**src/source/mem_defs.svh**
```systemverilog
// Sizing macros for the graphics memory subsystem
// Word and pixel layout, frame geometry, queue depth, read latency

`ifndef MEM_DEFS_SVH
`define MEM_DEFS_SVH

// Memory word and pixel layout
`define MEM_WORD_BITS   128
`define PIXELS_PER_WORD 4
`define PIXEL_BITS      32
`define COLOR_BITS      24
`define ADDR_BITS       31
`define CMD_BITS        3

// Frame geometry
`define FRAME_WORDS     16
`define FRAME_COUNT     2
`define FRAME_SEL_BITS  $clog2(`FRAME_COUNT)
`define MEM_DEPTH       (`FRAME_COUNT * `FRAME_WORDS)

// dram_model queues and read pipeline
`define QUEUE_DEPTH     4
`define READ_LATENCY    3

`endif

```
**src/source/mem_pkg.sv**
```systemverilog
// Types shared by the memory subsystem
// Command encoding, address queue entry, the two views of a memory word
// and the frame address helper used by both clients

`include "mem_defs.svh"

package mem_pkg;

    // Command codes carried in the address queue
    typedef enum logic [`CMD_BITS-1:0] {
        CMD_WRITE = 3'b000,
        CMD_READ  = 3'b001
    } mem_cmd_t;

    // One address queue entry, command in the top bits
    typedef struct packed {
        mem_cmd_t              cmd;
        logic [`ADDR_BITS-1:0] addr;
    } af_entry_t;

    // A memory word, raw or split into pixels (pixel 0 in the low bits)
    typedef union packed {
        logic [`MEM_WORD_BITS-1:0]                    raw;
        logic [`PIXELS_PER_WORD-1:0][`PIXEL_BITS-1:0] pixels;
    } mem_word_u;

    // Word address of a word inside a frame
    function automatic logic [`ADDR_BITS-1:0] word_addr(
        input logic [31:0] frame,
        input logic [31:0] word
    );
        logic [31:0] addr;
        addr = frame * `FRAME_WORDS + word;
        return addr[`ADDR_BITS-1:0];
    endfunction

endpackage

```
**src/source/request_controller.sv**
```systemverilog
// Request controller
// Shares the memory queues between the frame filler and the pixel feeder
// Alternating slot pointer, gated full flags, read data routing

`timescale 1ns/1ps

module request_controller (
    input  logic               cpu_clk_g,
    input  logic               i_reset,
    // Frame filler, writes only
    input  logic               i_fill_af_wr_en,
    input  mem_pkg::af_entry_t i_fill_af_entry,
    input  logic               i_fill_wdf_wr_en,
    input  mem_pkg::mem_word_u i_fill_wdf_din,
    output logic               o_fill_af_full,
    output logic               o_fill_wdf_full,
    // Pixel feeder, reads only
    input  logic               i_pixel_af_wr_en,
    input  mem_pkg::af_entry_t i_pixel_af_entry,
    input  logic               i_pixel_rdf_rd_en,
    output logic               o_pixel_af_full,
    output logic               o_pixel_rdf_valid,
    output mem_pkg::mem_word_u o_pixel_rdf_dout,
    // Memory queues
    output logic               o_af_wr_en,
    output mem_pkg::af_entry_t o_af_entry,
    output logic               o_wdf_wr_en,
    output mem_pkg::mem_word_u o_wdf_din,
    input  logic               i_af_full,
    input  logic               i_wdf_full,
    input  logic               i_rdf_valid,
    input  mem_pkg::mem_word_u i_rdf_dout,
    output logic               o_rdf_rd_en
);

    // Slot owner, filler when high
    logic grant_fill;

    // Round robin, ownership alternates every cycle
    always_ff @(posedge cpu_clk_g) begin
        if (i_reset) begin
            grant_fill <= 1'b1;
        end else begin
            grant_fill <= !grant_fill;
        end
    end

    // ------------------------------
    // Back-pressure to the clients
    // ------------------------------
    // The client outside its slot sees the queues as full and holds
    assign o_fill_af_full  = i_af_full || !grant_fill;
    assign o_fill_wdf_full = i_wdf_full || !grant_fill;
    assign o_pixel_af_full = i_af_full || grant_fill;

    // ------------------------------
    // Forwarding to memory
    // ------------------------------
    assign o_af_wr_en  = grant_fill ? i_fill_af_wr_en : i_pixel_af_wr_en;
    assign o_af_entry  = grant_fill ? i_fill_af_entry : i_pixel_af_entry;
    assign o_wdf_wr_en = grant_fill && i_fill_wdf_wr_en;
    assign o_wdf_din   = i_fill_wdf_din;

    // Only the feeder reads, so all read data is its own
    assign o_pixel_rdf_valid = i_rdf_valid;
    assign o_pixel_rdf_dout  = i_rdf_dout;
    assign o_rdf_rd_en       = i_pixel_rdf_rd_en && i_rdf_valid;

    // Clients honour their slots, never two requests in one cycle
    a_one_client: assert property (@(posedge cpu_clk_g) disable iff (i_reset)
        !(i_fill_af_wr_en && i_pixel_af_wr_en));

    // No write data lands on a full queue
    a_wdf_room: assert property (@(posedge cpu_clk_g) disable iff (i_reset)
        o_wdf_wr_en |-> !i_wdf_full);

endmodule

```
**config.mk**
```make
export PLATFORM = sky130hd
export DESIGN_NAME = request_controller
export DESIGN_NICKNAME = d
export VERILOG_FILES = /design/src/source/mem_pkg.sv /design/src/source/request_controller.sv
export VERILOG_INCLUDE_DIRS = /design/src /design/src/source
export SDC_FILE = /design/constraint.sdc
export NUM_CORES = 1
export LEC_CHECK = 0
export ABC_CLOCK_PERIOD_IN_PS = 800
export BUFFER_PORTS_ARGS = -buffer_cell sky130_fd_sc_hd__buf_4
export CAP_MARGIN = 25
export CORE_AREA = 2 2 242 244
export DETAILED_ROUTE_END_ITERATION = 6
export DIE_AREA = 0 0 244 246
export GPL_ROUTABILITY_DRIVEN = 0
export GPL_TIMING_DRIVEN = 0
export RECOVER_POWER = 50
export SYNTH_ARGS = -nofsm -noshare
export SYNTH_HDL_FRONTEND = slang
export SYNTH_SLANG_ARGS = --single-unit
```
**constraint.sdc**
```tcl
create_clock -name cpu_clk_g -period 0.8 [get_ports cpu_clk_g]
set_input_delay 0.04 -clock cpu_clk_g [delete_from_list [all_inputs] [get_ports cpu_clk_g]]
set_output_delay 0.04 -clock cpu_clk_g [all_outputs]
set_load 0.02 [all_outputs]
```
==> results of run 1 <==
[metal layers]
layer | wire length [um] | part of all wire | GRT usage | vias to the layer above
li1 | - | - | - | 1440
met1 | 4600 | 0.24 | 0.0375 | 1260
met2 | 10500 | 0.55 | 0.108 | 321
met3 | 3390 | 0.18 | 0.0400 | 16
met4 | 526 | 0.028 | 0.0156 | 2
met5 | 13 | 0.00068 | 0 | -
[Yosys cell counts]
cell / n / area share
and2_1: 2 / 0.0051
buf_4: 257 / 0.79
buf_6: 4 / 0.018
dfxtp_1: 1 / 0.0082
mux2_2: 30 / 0.14
mux2_4: 5 / 0.031
nand2b_1: 3 / 0.0077
or2_2: 1 / 0.0026
[layout make-up]
| class | instances | area [um^2] | area share |
|---|---|---|---|
| flip-flops and latches | 1 | 23.8 | 0.00397 |
| repair buffers | 373 | 2420 | 0.404 |
| plain buffers | 261 | 2000 | 0.334 |
| well taps | 765 | 957 | 0.160 |
| diodes | 8 | 20.0 | 0.00335 |
| multi-input cells | 41 | 566 | 0.0946 |
[logic make-up after synthesis]
logic type / count (synthesis) / synth area share
AND/OR/NAND/NOR: 6 / 0.0154
multiplexers: 35 / 0.169
flip-flops: 1 / 0.00819
buffers and inverters: 261 / 0.808
[where the power goes]
group | switching (W) | total (W) | internal [W]
combinational | 0.00197 | 0.00409 | 0.00212
clock | 0 | 0.00000000134 | 0.00000000134
sequential | 0.0000106 | 0.0000647 | 0.0000540
total | 0.00198 | 0.00416 | 0.00218
[timing repair]
action                     CTS  global route
hold buffers                 0             0
setup endpoints to repair   39            39
gates resized for setup     23             6
[critical path: cells and delay by family, from the launching register on]
kind	cells	cell delay [ns]
flip-flops	1	0.39
buffers and inverters	2	0.33
multiplexers	1	0.32
[per-stage QoR]
step | hold slack (ns) | instance area [um^2]
floorplan | 0.141 | 2570
global placement | 0.230 | 6330
detailed placement | 0.228 | 6330
CTS | 0.228 | 6420
global route | 0.249 | 5980
finish | 0.224 | 5980
[path summary, 6_finish.rpt]
check	slack [ns]	depth (start not counted)	to
max reg2reg	0.05	2	grant_fill
min reg2reg	0.62	2	grant_fill
min	0.22	2	grant_fill
max	-0.29	3	o_af_entry[4]
==> reports/qor.csv, run 1 <==
metric,value,unit
Die X,244,um
Top reg by flops,grant_fill,
Worst-Margin Slew,0.291,ns
Rows,88,
Ports,630,
CORE AREA,0.0574,mm^2
Fin. Hold Viols,0,
pre-CTS WS,-0.332,ns
FMAX,922,MHz
syn_area_per_cell,8.07,um^2
drt first pass iters,4,
drt initial violations,30,
crit-path max cell delay,0.39,ns
DP Cell Count,1441,
Period minus WS final,1.09,ns
fin crit share,1.36,
"Setup violations, final",39,
hold crit path type,in2reg,
drt drc,0,
largest net degree at the start of global routing,11,
crit path DAT,1.05,ns
fin util,0.104,
Critical Path Source,grant_fill,
"commonest non-fill, non-tap cell in the layout",buf_4,
status,finished with violations,
Top Registers,grant_fill (1),
violated checks,negative setup slack,
worst IR drop on VDD,0.000310,V
# port buffers,373,
Post-Synthesis Cell Area,0.00244,mm^2
clk_skew,0,ns
Post-Layout Cell Count,1449,
via count,3039,
r2r startpoint,grant_fill,
layout cells sized above 1,0.802,
GRT Overall Usage,0.0537,
CP required,0.76,ns
sequential area share after synthesis,0.00819,
WL/cell,13.1,um
Yosys Warn Count,0,
count of unique library cells instantiated by Yosys,8,
Die Area,0.0600,mm^2
number of synthesized register bits,1,
initial antenna violation count,9,
nets,1011,
Slew HR,0.807,
initial core utilization,0.0426,
area delta synth->final,145,%
worst hold start,i_reset,
postcts setup bufs,0,
Post-Syn Instances,303,
Syn Nets,636,
Die Y,246,um
vias in the first global route,2941,
Final Max Slew Viols,0,
cells along the critical path,"buf_8, mux2_4, buf_4",
Final WS setup,-0.285,ns
WL final,19000,um
RSZ-0062 raised after global routing,true,
critical path's slowest cell,dfxtp_4,
GRT overflow,0,
"Clk Latency, worst-skew pair",0,ns
Worst Setup End Kind,output pin,
vias per std cell,2.10,
max reg flops,1,
antenna-violating nets left,0,
global-route wire length before repair,22100,um
DP Wirelength,18400,um
critical path class,reg2out,
"commonest non-fill, non-tap cells in the layout","buf_4, clkbuf_1, mux2_4",
largest fanout on the critical path,10,
crit path launch type,flop,
Fillers,6744,
Max Cap Viol,0,
Worst-path clk slew,0,ns
setup tns final,-9.37,ns
Final Power,0.00416,W
Leakage,2.96,nW
pwr/cell area,695,mW/mm^2
(Power assumes the default switching activity.)
==> run 2, diff against run 1 <==
--- a/config.mk
+++ b/config.mk
@@ -6,7 +6,7 @@
 export SDC_FILE = /design/constraint.sdc
 export NUM_CORES = 1
 export LEC_CHECK = 0
-export ABC_CLOCK_PERIOD_IN_PS = 800
+export ABC_CLOCK_PERIOD_IN_PS = 900
 export BUFFER_PORTS_ARGS = -buffer_cell sky130_fd_sc_hd__buf_4
 export CAP_MARGIN = 25
 export CORE_AREA = 2 2 242 244
==> constraint.sdc (replaced) <==
create_clock -name cpu_clk_g -period 0.9 [get_ports cpu_clk_g]
set_input_delay 0.045 -clock cpu_clk_g [delete_from_list [all_inputs] [get_ports cpu_clk_g]]
set_output_delay 0.045 -clock cpu_clk_g [all_outputs]
set_load 0.02 [all_outputs]
==> run 2 against run 1 <==
Net effect:
- the flow still finishes with violations (negative setup slack)
- critical endpoint unchanged
- via count is 2.3% higher
- power is 9.5% lower
- sequential power is 21% lower
==> reports/qor.csv, run 2 (same netlist as run 1, synthesis figures left out) <==
metric,value,unit,change
status,finished with violations,,
violated checks,negative setup slack,,
"Clk Latency, worst-skew pair",0,ns,unchanged
layout cells sized above 1,0.806,,+0.00468
Worst-path clk slew,0,ns,unchanged
r2r setup slk,0.13,ns,+0.08 ns
worst hold start,i_reset,,
CORE AREA,0.0574,mm^2,unchanged
Slew HR,0.807,,about the same
critical path's slowest cell,dfxtp_4,,
Worst Setup End Kind,output pin,,
DP Cell Count,1441,,unchanged
antenna-violating nets left,0,,unchanged
CP top delay family,buffers and inverters,,
drt first pass iters,4,,unchanged
r2r startpoint,grant_fill,,
"commonest non-fill, non-tap cell in the layout",buf_4,,
Leakage,3.05,nW,+3.1%
Final Power,0.00376,W,-9.5%
vias in the first global route,2861,,-2.7%
largest net degree at the start of global routing,11,,unchanged
Die X,244,um,unchanged
hold depth,2,,unchanged
WL final,15500,um,-19%
Ports,630,,unchanged
largest fanout on the critical path,7,,-3
worst IR drop on VDD,0.000229,V,-26%
GRT Overall Usage,0.0395,,-0.0142
count of hold-fix buffers inserted at cts,0,,unchanged
critical path class,reg2out,,
via count,3109,,+2.3%
Rows,88,,unchanged
setup tns final,-8.44,ns,+0.927 ns
initial core utilization,0.0426,,unchanged
Top Registers,grant_fill (1),,
hold crit path type,in2reg,,
fin crit share,1.31,,
crit-path max cell delay,0.33,ns,-0.06 ns
footprint of the multi-input gates,583,um^2,+3.1%
Fin. Hold Viols,0,,unchanged
DP Wirelength,14000,um,-24%
Sw Share,0.458,,-0.0186
drt drc,0,,unchanged
CP required,0.85,ns,+0.09 ns
global-route wire length before repair,17300,um,-22%
Flop pwr share,0.014,,-0.002
RSZ-0062 raised after global routing,true,,
worst path bufs/invs,3,,+1
WL/cell,10.6,um,-19%
pwr/cell area,609,mW/mm^2,-12%
R2R depth,3,,+1
FMAX,850,MHz,
initial antenna violation count,7,,-2
crit path launch type,flop,,
WHS Endpoint,grant_fill,,
area delta synth->final,152,%,
Die Area,0.0600,mm^2,unchanged
Die Y,246,um,unchanged
clock power share,0,,unchanged
"commonest non-fill, non-tap cells in the layout","buf_4, clkbuf_1, buf_6",,
cells along the critical path,"buf_12, clkbuf_16, mux2_4, buf_6",,
Reg area,23.8,um^2,unchanged
Final Max Slew Viols,0,,unchanged
reg2reg end,grant_fill,,
Top reg by flops,grant_fill,,
Gate power share,0.986,,+0.002
Max Cap Viol,0,,unchanged
Period minus WS final,1.18,ns,
nets,1017,,+0.59%
drt initial violations,32,,+6.7%
Int Pwr,0.00204,W,-6.3%
Post-Layout Cell Count,1453,,+0.28%
"Setup violations, final",37,,-5.1%
Psw,0.00172,W,-13%
GRT overflow,0,,unchanged
vias per std cell,2.14,,+2.0%
Worst-Margin Slew,0.291,ns,+0.000516 ns
clk_skew,0,ns,unchanged
Final WS setup,-0.277,ns,+0.00806 ns
crit path DAT,1.13,ns,+0.08 ns
Fillers,6733,,-0.16%
# port buffers,373,,unchanged
max reg flops,1,,unchanged
-- run 2: changes by cell type in the layout (fill, tap and decap cells not counted), moves of 2 or more --
cell	before	now
buf_12	3	5
buf_4	480	462
buf_6	17	38
buf_8	5	2
clkbuf_16	0	2
diode_2	8	6
nand2b_1	3	1
nand2b_4	0	2
-- run 2: how the worst max path moves through the flow --
stage	startpoint	to	slack [ns]	cells past startpoint
2_1_floorplan	grant_fill	o_af_entry[0]	-0.03	2
3_3_place_gp	grant_fill	o_af_entry[23]	-0.48	3
3_5_place_dp	grant_fill	o_af_entry[23]	-0.48	3
4_1_cts	grant_fill	o_af_entry[22]	-0.33	5
5_1_grt	grant_fill	o_af_entry[4]	-0.30	4
6_report	grant_fill	o_af_entry[4]	-0.28	4
-- run 2: per-stage QoR --
stage                     hold slack (ns)   util  setup WS, ns  instance area, um^2
after floorplan                     0.146      -       -0.0318                 2450
after detailed placement            0.262  0.108        -0.480                 6200
after global placement              0.259  0.108        -0.482                 6200
final                               0.245  0.108        -0.277                 6170
after CTS                           0.261  0.113        -0.326                 6480
after global routing                0.263  0.108        -0.300                 6170
-- run 2: cell type report --
class	instances	share of cell area
Timing Repair Buffer	380	0.423
Buffer	260	0.322
Tap cell	765	0.155
Multi-Input combinational cell	41	0.0945
Sequential cell	1	0.00385
Antenna cell	6	0.00243
-- run 2: timing repair --
action	CTS	global route
pin swaps	1	0
cloned	2	2
setup endpoints to repair	40	37
buffers inserted	4	0
resized for setup	44	38
-- run 2: per-layer routing --
metal | global-route usage | share of wire | wire (um) | vias up
met3 | 0.00926 | 0.11 | 1750 | 16
met5 | 0 | 0.00065 | 10 | -
met1 | 0.0271 | 0.25 | 3790 | 1290
met4 | 0.0251 | 0.040 | 622 | 2
li1 | - | - | - | 1452
met2 | 0.0891 | 0.60 | 9280 | 349
-- run 2: power by group through the flow --
| stage | clock, W | sequential [W] | combinational [W] |
|---|---|---|---|
| after floorplan | 0 | 0.0000539 | 0.00211 |
| after global placement | 0 | 0.0000689 | 0.00363 |
| after detailed placement | 0 | 0.0000687 | 0.00364 |
| after CTS | 0 | 0.0000508 | 0.00387 |
| after global routing | 0.000000000748 | 0.0000511 | 0.00386 |
| final | 0.00000000378 | 0.0000509 | 0.00371 |
