### config.mk
export PLATFORM = sky130hd
export DESIGN_NAME = frame_filler
export DESIGN_NICKNAME = d
export VERILOG_FILES = /design/src/source/mem_pkg.sv /design/src/source/frame_filler.sv
export VERILOG_INCLUDE_DIRS = /design/src /design/src/source
export SDC_FILE = /design/constraint.sdc
export NUM_CORES = 1
export LEC_CHECK = 0
export BUFFER_PORTS_ARGS = -buffer_cell sky130_fd_sc_hd__buf_4
export CORE_ASPECT_RATIO = 0.75
export CORE_MARGIN = 10
export CORE_UTILIZATION = 37
export DETAILED_ROUTE_END_ITERATION = 7
export PLACE_DENSITY = 0.91
export SLEW_MARGIN = 20
export SYNTH_ARGS = -nofsm -noshare
export SYNTH_HDL_FRONTEND = slang
export SYNTH_SLANG_ARGS = --single-unit
### constraint.sdc
create_clock -name cpu_clk_g -period 1.9 [get_ports cpu_clk_g]
set_clock_uncertainty 0.15 [all_clocks]
set_input_delay 0.19 -clock cpu_clk_g [delete_from_list [all_inputs] [get_ports cpu_clk_g]]
set_output_delay 0.19 -clock cpu_clk_g [all_outputs]
set_load 0.01 [all_outputs]
### src/source/mem_defs.svh
// Sizing macros for the graphics memory subsystem
// Word and pixel layout, frame geometry, queue depth, read latency

`ifndef MEM_DEFS_SVH
`define MEM_DEFS_SVH

// Memory word and pixel layout
`define MEM_WORD_BITS   128
`define PIXELS_PER_WORD 4
`define PIXEL_BITS      32
`define COLOR_BITS      24
`define ADDR_BITS       31
`define CMD_BITS        3

// Frame geometry
`define FRAME_WORDS     16
`define FRAME_COUNT     2
`define FRAME_SEL_BITS  $clog2(`FRAME_COUNT)
`define MEM_DEPTH       (`FRAME_COUNT * `FRAME_WORDS)

// dram_model queues and read pipeline
`define QUEUE_DEPTH     4
`define READ_LATENCY    3

`endif

### src/source/mem_pkg.sv
// Types shared by the memory subsystem
// Command encoding, address queue entry, the two views of a memory word
// and the frame address helper used by both clients

`include "mem_defs.svh"

package mem_pkg;

    // Command codes carried in the address queue
    typedef enum logic [`CMD_BITS-1:0] {
        CMD_WRITE = 3'b000,
        CMD_READ  = 3'b001
    } mem_cmd_t;

    // One address queue entry, command in the top bits
    typedef struct packed {
        mem_cmd_t              cmd;
        logic [`ADDR_BITS-1:0] addr;
    } af_entry_t;

    // A memory word, raw or split into pixels (pixel 0 in the low bits)
    typedef union packed {
        logic [`MEM_WORD_BITS-1:0]                    raw;
        logic [`PIXELS_PER_WORD-1:0][`PIXEL_BITS-1:0] pixels;
    } mem_word_u;

    // Word address of a word inside a frame
    function automatic logic [`ADDR_BITS-1:0] word_addr(
        input logic [31:0] frame,
        input logic [31:0] word
    );
        logic [31:0] addr;
        addr = frame * `FRAME_WORDS + word;
        return addr[`ADDR_BITS-1:0];
    endfunction

endpackage

### src/source/frame_filler.sv
// Frame filler
// Paints a whole frame buffer in one color with whole-word writes,
// pushing a write command and its data together

`timescale 1ns/1ps
`include "mem_defs.svh"

module frame_filler (
    input  logic                       cpu_clk_g,
    input  logic                       i_reset,
    // Fill request
    input  logic                       i_fill_valid,
    input  logic [`COLOR_BITS-1:0]     i_fill_color,
    input  logic [`FRAME_SEL_BITS-1:0] i_fill_frame,
    output logic                       o_fill_ready,
    // Write path toward the request controller
    input  logic                       i_af_full,
    input  logic                       i_wdf_full,
    output logic                       o_af_wr_en,
    output mem_pkg::af_entry_t         o_af_entry,
    output logic                       o_wdf_wr_en,
    output mem_pkg::mem_word_u         o_wdf_din
);

    import mem_pkg::*;

    localparam int WORD_BITS = $clog2(`FRAME_WORDS);

    logic                       busy;
    logic [`COLOR_BITS-1:0]     color;
    logic [`FRAME_SEL_BITS-1:0] frame;
    logic [WORD_BITS-1:0]       word;
    logic                       push;

    // A word goes out only when both queues have room
    assign push = busy && !i_af_full && !i_wdf_full;

    always_ff @(posedge cpu_clk_g) begin
        if (i_reset) begin
            busy <= 1'b0;
            word <= '0;
        end else if (!busy) begin
            if (i_fill_valid) begin
                busy <= 1'b1;
                word <= '0;
            end
        end else if (push) begin
            word <= word + 1'b1;
            if (word == WORD_BITS'(`FRAME_WORDS - 1)) begin
                busy <= 1'b0;
            end
        end
    end

    // Request payload
    always_ff @(posedge cpu_clk_g) begin
        if (!busy && i_fill_valid) begin
            color <= i_fill_color;
            frame <= i_fill_frame;
        end
    end

    assign o_fill_ready = !busy;
    assign o_af_wr_en   = push;
    assign o_wdf_wr_en  = push;

    // Same color in every pixel slot
    always_comb begin
        o_af_entry.cmd  = CMD_WRITE;
        o_af_entry.addr = word_addr(32'(frame), 32'(word));
        for (int p = 0; p < `PIXELS_PER_WORD; p++) begin
            o_wdf_din.pixels[p] = `PIXEL_BITS'(color);
        end
    end

    // A run ends on the last word of its frame
    a_run_end: assert property (@(posedge cpu_clk_g) disable iff (i_reset)
        $rose(o_fill_ready) |-> $past(o_af_wr_en &&
            (o_af_entry.addr[WORD_BITS-1:0] == WORD_BITS'(`FRAME_WORDS - 1))));

endmodule

==> flow_metrics.tcl, run 1 <==
set metrics [dict create \
    power_spent_charging_and_discharging_nets_uw 476 \
    cts_max_level 2 \
    cp-start-kind "register" \
    nets 311 \
    grt_overflow 0 \
    post_detailed_route_drc_marker_count 0 \
    pin_count 195 \
    post_synthesis_adder_cell_area_fraction_pct 0.624 \
    intPower_uw 1350 \
    core_um2 5300 \
    p_per_area_nw_per_um2 679 \
    power.share.combinational_pct 22.9 \
    vias 1256 \
    dominant_combinational_cell_family_by_area_after_synthesis "buffers and inverters" \
    routabilityCongestion 0.643 \
    via_per_inst 3.53 \
    synth.largest_area_cell "sky130_fd_sc_hd__buf_4" \
    cellLeakagePower_uw 0.00135 \
    drive_above_1_share_pct 51.2 \
    ys_seq_elements 30 \
    timing.final.max_slew_violations 0 \
    status "complete, no violations" \
    clk_tree_root_cell "sky130_fd_sc_hd__clkbuf_8" \
    switching_share_pct 26.1 \
    required_ns 1.56 \
    critical_path.endpoint_type "output port" \
    starting_density_of_the_core_pct 37.9 \
    grt_first_pass_wirelength_um 8230 \
    finalCritPeriodShare_pct 88.6 \
    synth_xor_area_share_pct 0.437 \
    clock_tree.buffer_depth 2 \
    cts_hold_buf 26 \
    antenna-diode-count 0 \
    globalRouteTotalUtil_pct 11.8 \
    timing.final.hold_violations 0 \
    antenna_violations_before_repair 0 \
    clock.fmax_mhz 594 \
    timing.final.crit_period_ns 1.68 \
    die_height_um 83.7 \
    cts_tree "built" \
    setup-violations-final 0 \
    final.setup.tns_ns 0 \
    synth_top_cell_area_share_pct 50.6 \
    placement.io_buffers 133 \
    post-cts-setup-buffers 0 \
    cp_class "reg -> out" \
    worst_ep_arrival_time_ns 1.34 \
    post_cts.resized_instances 0 \
    multiInputGateArea_um2 354 \
    dpl_cell_area_um2 2320 \
    number_of_distinct_library_cells_after_synthesis 17 \
    seq_area_frac_synth_pct 42.4 \
    rows 23 \
    yosys-mux-area-fraction_pct 0 \
    path_clk_slew_ns 0.06 \
    peakVddDrop_v 0.000431 \
    detail-route-antenna-nets 0 \
    numCtsBuffers 5 \
    synth-compound-area-share_pct 1.44 \
    worst_hold_path_type "in -> reg" \
    total_area_of_sequential_cells_um2 851 \
    worst_skew_pair_latency_ns 0.27 \
    maximum_number_of_pins_on_one_net_before_global_route_repair 26 \
    crit_path_max_fanout 5 \
    syn-instance-count 188 \
    detail_route.first_pass.iterations 4 \
    rsz0062_at_grt "false" \
    detail_route.wl_per_cell_um 15.9 \
    synth_simple_gate_area_share_pct 3.75 \
    die_w_um 105 \
    area_growth_pct 34.0 \
    clock_sinks 30 \
    die_area_um2 8790 \
    share_seq_of_total_power_pct 43.0 \
    synthTopCellsByArea "sky130_fd_sc_hd__buf_4 (51%), sky130_fd_sc_hd__edfxtp_1 (37%), sky130_fd_sc_hd__dfxtp_1 (5.0%)" \
    initialDrtViolationCount 32 \
    synth_area_um2 2000 \
    synthesis.yosys.warnings 0 \
    count_of_filler_cells_inserted_in_the_layout 498 \
    synth_area_per_cell_um2 10.7 \
    pwr-share-clk_pct 34.1 \
    routed_wl_um 5660 \
    grt_pass1_vias 1421 \
    detailedPlacementHpwl_um 4600 \
    design_area_um2 2690 \
    drv_cap 0 \
]
-- worst max-delay path, cell delays in order, from the launching register on --
cell and delay, ns:
sky130_fd_sc_hd__dfxtp_1 0.38, sky130_fd_sc_hd__or3b_4 0.42, sky130_fd_sc_hd__inv_1 0.13, sky130_fd_sc_hd__buf_4 0.14
-- per-stage QoR --
step           setup slack, ns  hold WS (ns)  power (uW)  cells  util [%]
3_5_place_dp             0.392         0.219        1170    322      43.7
4_1_cts                  0.200        0.0398        1850    356      50.7
3_3_place_gp             0.456         0.218        1160    322      43.7
2_1_floorplan            0.365         0.109        1130    248         -
6_report                 0.217        0.0533        1820    356      50.7
5_1_grt                  0.149        0.0485        1910    356      50.7
-- power groups by stage --
stage	registers [uW]	logic, uW	clock network [uW]
after global placement	795	361	0
after global routing	790	444	675
final	784	417	621
after CTS	784	413	654
after floorplan	807	322	0
after detailed placement	799	369	0
-- path summary, 6_finish.rpt --
path	slack [ns]	cells after the start	endpoint	startpoint
worst min register to register	0.37	2	word[1]	word[1]
worst min-delay path	0.05	3	busy	i_fill_valid
worst max-delay path	0.22	3	o_wdf_wr_en	busy
worst max register to register	0.39	3	word[3]	busy
-- synth_stat cells --
library cell	n
sky130_fd_sc_hd__buf_4	135
sky130_fd_sc_hd__edfxtp_1	25
sky130_fd_sc_hd__dfxtp_1	5
sky130_fd_sc_hd__a21oi_1	3
sky130_fd_sc_hd__inv_1	3
sky130_fd_sc_hd__nand2b_1	3
sky130_fd_sc_hd__nand3_1	3
sky130_fd_sc_hd__nor2_1	2
sky130_fd_sc_hd__a311oi_1	1
sky130_fd_sc_hd__and4bb_2	1
sky130_fd_sc_hd__conb_1	1
sky130_fd_sc_hd__ha_1	1
sky130_fd_sc_hd__nand2_1	1
sky130_fd_sc_hd__o21ai_0	1
sky130_fd_sc_hd__or3_1	1
sky130_fd_sc_hd__or3b_4	1
sky130_fd_sc_hd__xnor2_1	1
-- per-layer routing --
metal	global-route usage, %	wire length, um	up-vias
li1	-	-	587
met1	10.3	1870	578
met2	23.5	3310	85
met3	4.24	409	6
met4	4.85	64	0
met5	0	0	-
-- final cells by class --
cell class,instances,area share (%)
timing repair buffer,160,47.2
sequential,30,31.7
multi-input combinational,80,13.2
tap,75,3.49
clock buffer,5,2.56
clock inverter,3,1.49
inverter,3,0.419
-- sequential cells by signal, summed over array words and instances (netlist names) --
signal  cells
color      24
word        4
busy        1
frame       1
-- placed cells by master, fill, tap and decap left out, drive strengths merged --
master,count
a21oi,3
a311oi,1
and4bb,1
buf,134
bufinv,1
clkbuf,5
clkinv,2
conb,61
dfxtp,5
dlygate4sd3,26
edfxtp,25
ha,1
inv,3
nand2,1
nand2b,3
nand3,3
nor2,2
o21ai,1
or3,1
or3b,1
xnor2,1
-- cell families (layout without fill, tap and decap cells) --
kind of cell,Yosys count,in the layout
xor gates and xnor gates,1,1
AOI/OAI and AO/OA,5,5
buffers and inverters,138,171
adders and majority gates,1,1
other,1,61
and+or+nand+nor,12,12
DFF,30,30
(Power assumes the default switching activity.)
==> run 2: changes to the inputs <==
- RECOVER_POWER: unset -> 50
==> run 2 against run 1 <==
Global-route usage unchanged. Worst setup slack better by 0.0014 ns. Clock-buffer cell count unchanged. Total power down 2.8%. Design area down 7.5%.
==> flow_metrics.tcl, run 2 (same netlist as run 1, synthesis figures left out) <==
set metrics [dict create \
    numCtsBuffers 5 \
    largest_reg_flops 24 \
    registers.top_by_ff_count "color" \
    starting_density_of_the_core_pct 37.9 \
    post_detailed_route_drc_marker_count 0 \
    worst_case_setup_margin_in_the_final_layout_ns 0.218 \
    timing.final.hold_violations 0 \
    routed_wl_um 5670 \
    antenna-diode-count 0 \
    final.setup.tns_ns 0 \
    worst_hold_path_type "in -> reg" \
    path_clk_slew_ns 0.06 \
    core_um2 5300 \
    intPower_uw 1300 \
    detail-route-antenna-nets 0 \
    via_per_inst 3.53 \
    initialDrtViolationCount 32 \
    antenna_violations_before_repair 0 \
    globalRouteTotalUtil_pct 11.8 \
    clock_sinks 30 \
    crit_path_max_fanout 5 \
    finalCritPeriodShare_pct 88.5 \
    nets 311 \
    detail_route.wl_per_cell_um 15.9 \
    clk_tree_root_cell "sky130_fd_sc_hd__clkbuf_8" \
    rsz0062_at_grt "false" \
    required_ns 1.56 \
    grt_pass1_vias 1421 \
    detailedPlacementHpwl_um 4600 \
    cts_tree "built" \
    clock.fmax_mhz 595 \
    power.share.combinational_pct 20.8 \
    cp_class "reg -> out" \
    worst_path_max_delay_cell "sky130_fd_sc_hd__or3b_4" \
    timing.reg2reg.setup_slack_ns 0.39 \
    status "complete, no violations" \
    worst_skew_pair_latency_ns 0.27 \
    die_area_um2 8790 \
    timing.final.crit_period_ns 1.68 \
    most_common_library_cell_in_the_layout_ignoring_fill_and_taps "sky130_fd_sc_hd__conb_1" \
    drv_cap 0 \
    maximum_number_of_pins_on_one_net_before_global_route_repair 26 \
    pwr-share-clk_pct 35.0 \
    peakVddDrop_v 0.000428 \
    placement.io_buffers 133 \
    vias 1257 \
    switching_share_pct 26.7 \
    p_per_area_nw_per_um2 714 \
    grt_overflow 0 \
    setup-violations-final 0 \
    share_seq_of_total_power_pct 44.2 \
    rows 23 \
    layout_top_registers "color: 24 flops, word: 4 flops" \
    most-common-layout-cells "sky130_fd_sc_hd__conb_1 (61), sky130_fd_sc_hd__buf_4 (55), sky130_fd_sc_hd__clkbuf_1 (54)" \
    worst_ep_arrival_time_ns 1.34 \
    area_growth_pct 23.8 \
    cts_max_level 2 \
    clock_tree.buffer_depth 2 \
    drive_above_1_share_pct 32.0 \
    cp-start-kind "register" \
    critical-path-max-stage-delay_ns 0.42 \
    power_spent_charging_and_discharging_nets_uw 473 \
    timing.final.max_slew_violations 0 \
    dp_worst_setup_slack_ns 0.392 \
    critical_path_cell_by_cell "or3b_4 > inv_1 > buf_4" \
    finalHoldWorstSlack_ns 0.0533 \
    grt_first_pass_wirelength_um 8230 \
    die_height_um 83.7 \
    die_w_um 105 \
    cellLeakagePower_uw 0.00114 \
    routabilityCongestion 0.643 \
    pin_count 195 \
    detail_route.first_pass.iterations 2 \
    critical_path.endpoint_type "output port" \
]
run 2: layout make-up:
class	count	area, um^2
clock buffer	5	68.8
clock inverter	3	40.0
fill	570	2810
inverter	3	11.3
multi-input combinational	80	354
sequential	30	851
tap	75	93.8
timing repair buffer	160	1060
run 2: power by group through the flow:
stage | clock [uW] | sequential, uW | combinational [uW]
after floorplan | 0 | 807 | 322
after global placement | 0 | 795 | 361
after detailed placement | 0 | 799 | 369
after CTS | 654 | 784 | 413
after global routing | 675 | 789 | 398
final | 620 | 783 | 370
run 2: worst max-delay path: cells and delay by family, from the launching register on:
kind,cells,cell delay (ns)
buffers and inverters,2,0.27
DFF,1,0.38
and+or+nand+nor,1,0.42
run 2: layer usage:
| metal | global-route usage, % | vias up | routed length [um] | part of all wire [%] |
|---|---|---|---|---|
| li1 | - | 587 | - | - |
| met3 | 4.24 | 6 | 405 | 7.1 |
| met1 | 10.3 | 579 | 1910 | 34 |
| met5 | 0 | - | 0 | 0 |
| met4 | 4.85 | 0 | 64 | 1.1 |
| met2 | 23.5 | 85 | 3290 | 58 |
run 2: repair_timing:
item | in CTS | in global routing
gates resized for setup | 0 | 0
setup buffers | 0 | 0
hold endpoints to repair | 28 | 0
hold buffers | 26 | 0
run 2: worst paths after layout:
| check | startpoint | to | cells past startpoint |
|---|---|---|---|
| worst max-delay path | busy | o_wdf_wr_en | 3 |
| worst min-delay path | i_fill_valid | busy | 3 |
| worst max register to register | busy | word[3] | 3 |
| worst min register to register | word[1] | word[1] | 2 |
run 2: metrics by stage:
step,cell area [um^2],util [%],total power (uW),instances
5_1_grt,2480,46.9,1860,356
4_1_cts,2690,50.7,1850,356
2_1_floorplan,2230,-,1130,248
3_3_place_gp,2320,43.7,1160,322
6_report,2480,46.9,1770,356
3_5_place_dp,2320,43.7,1170,322
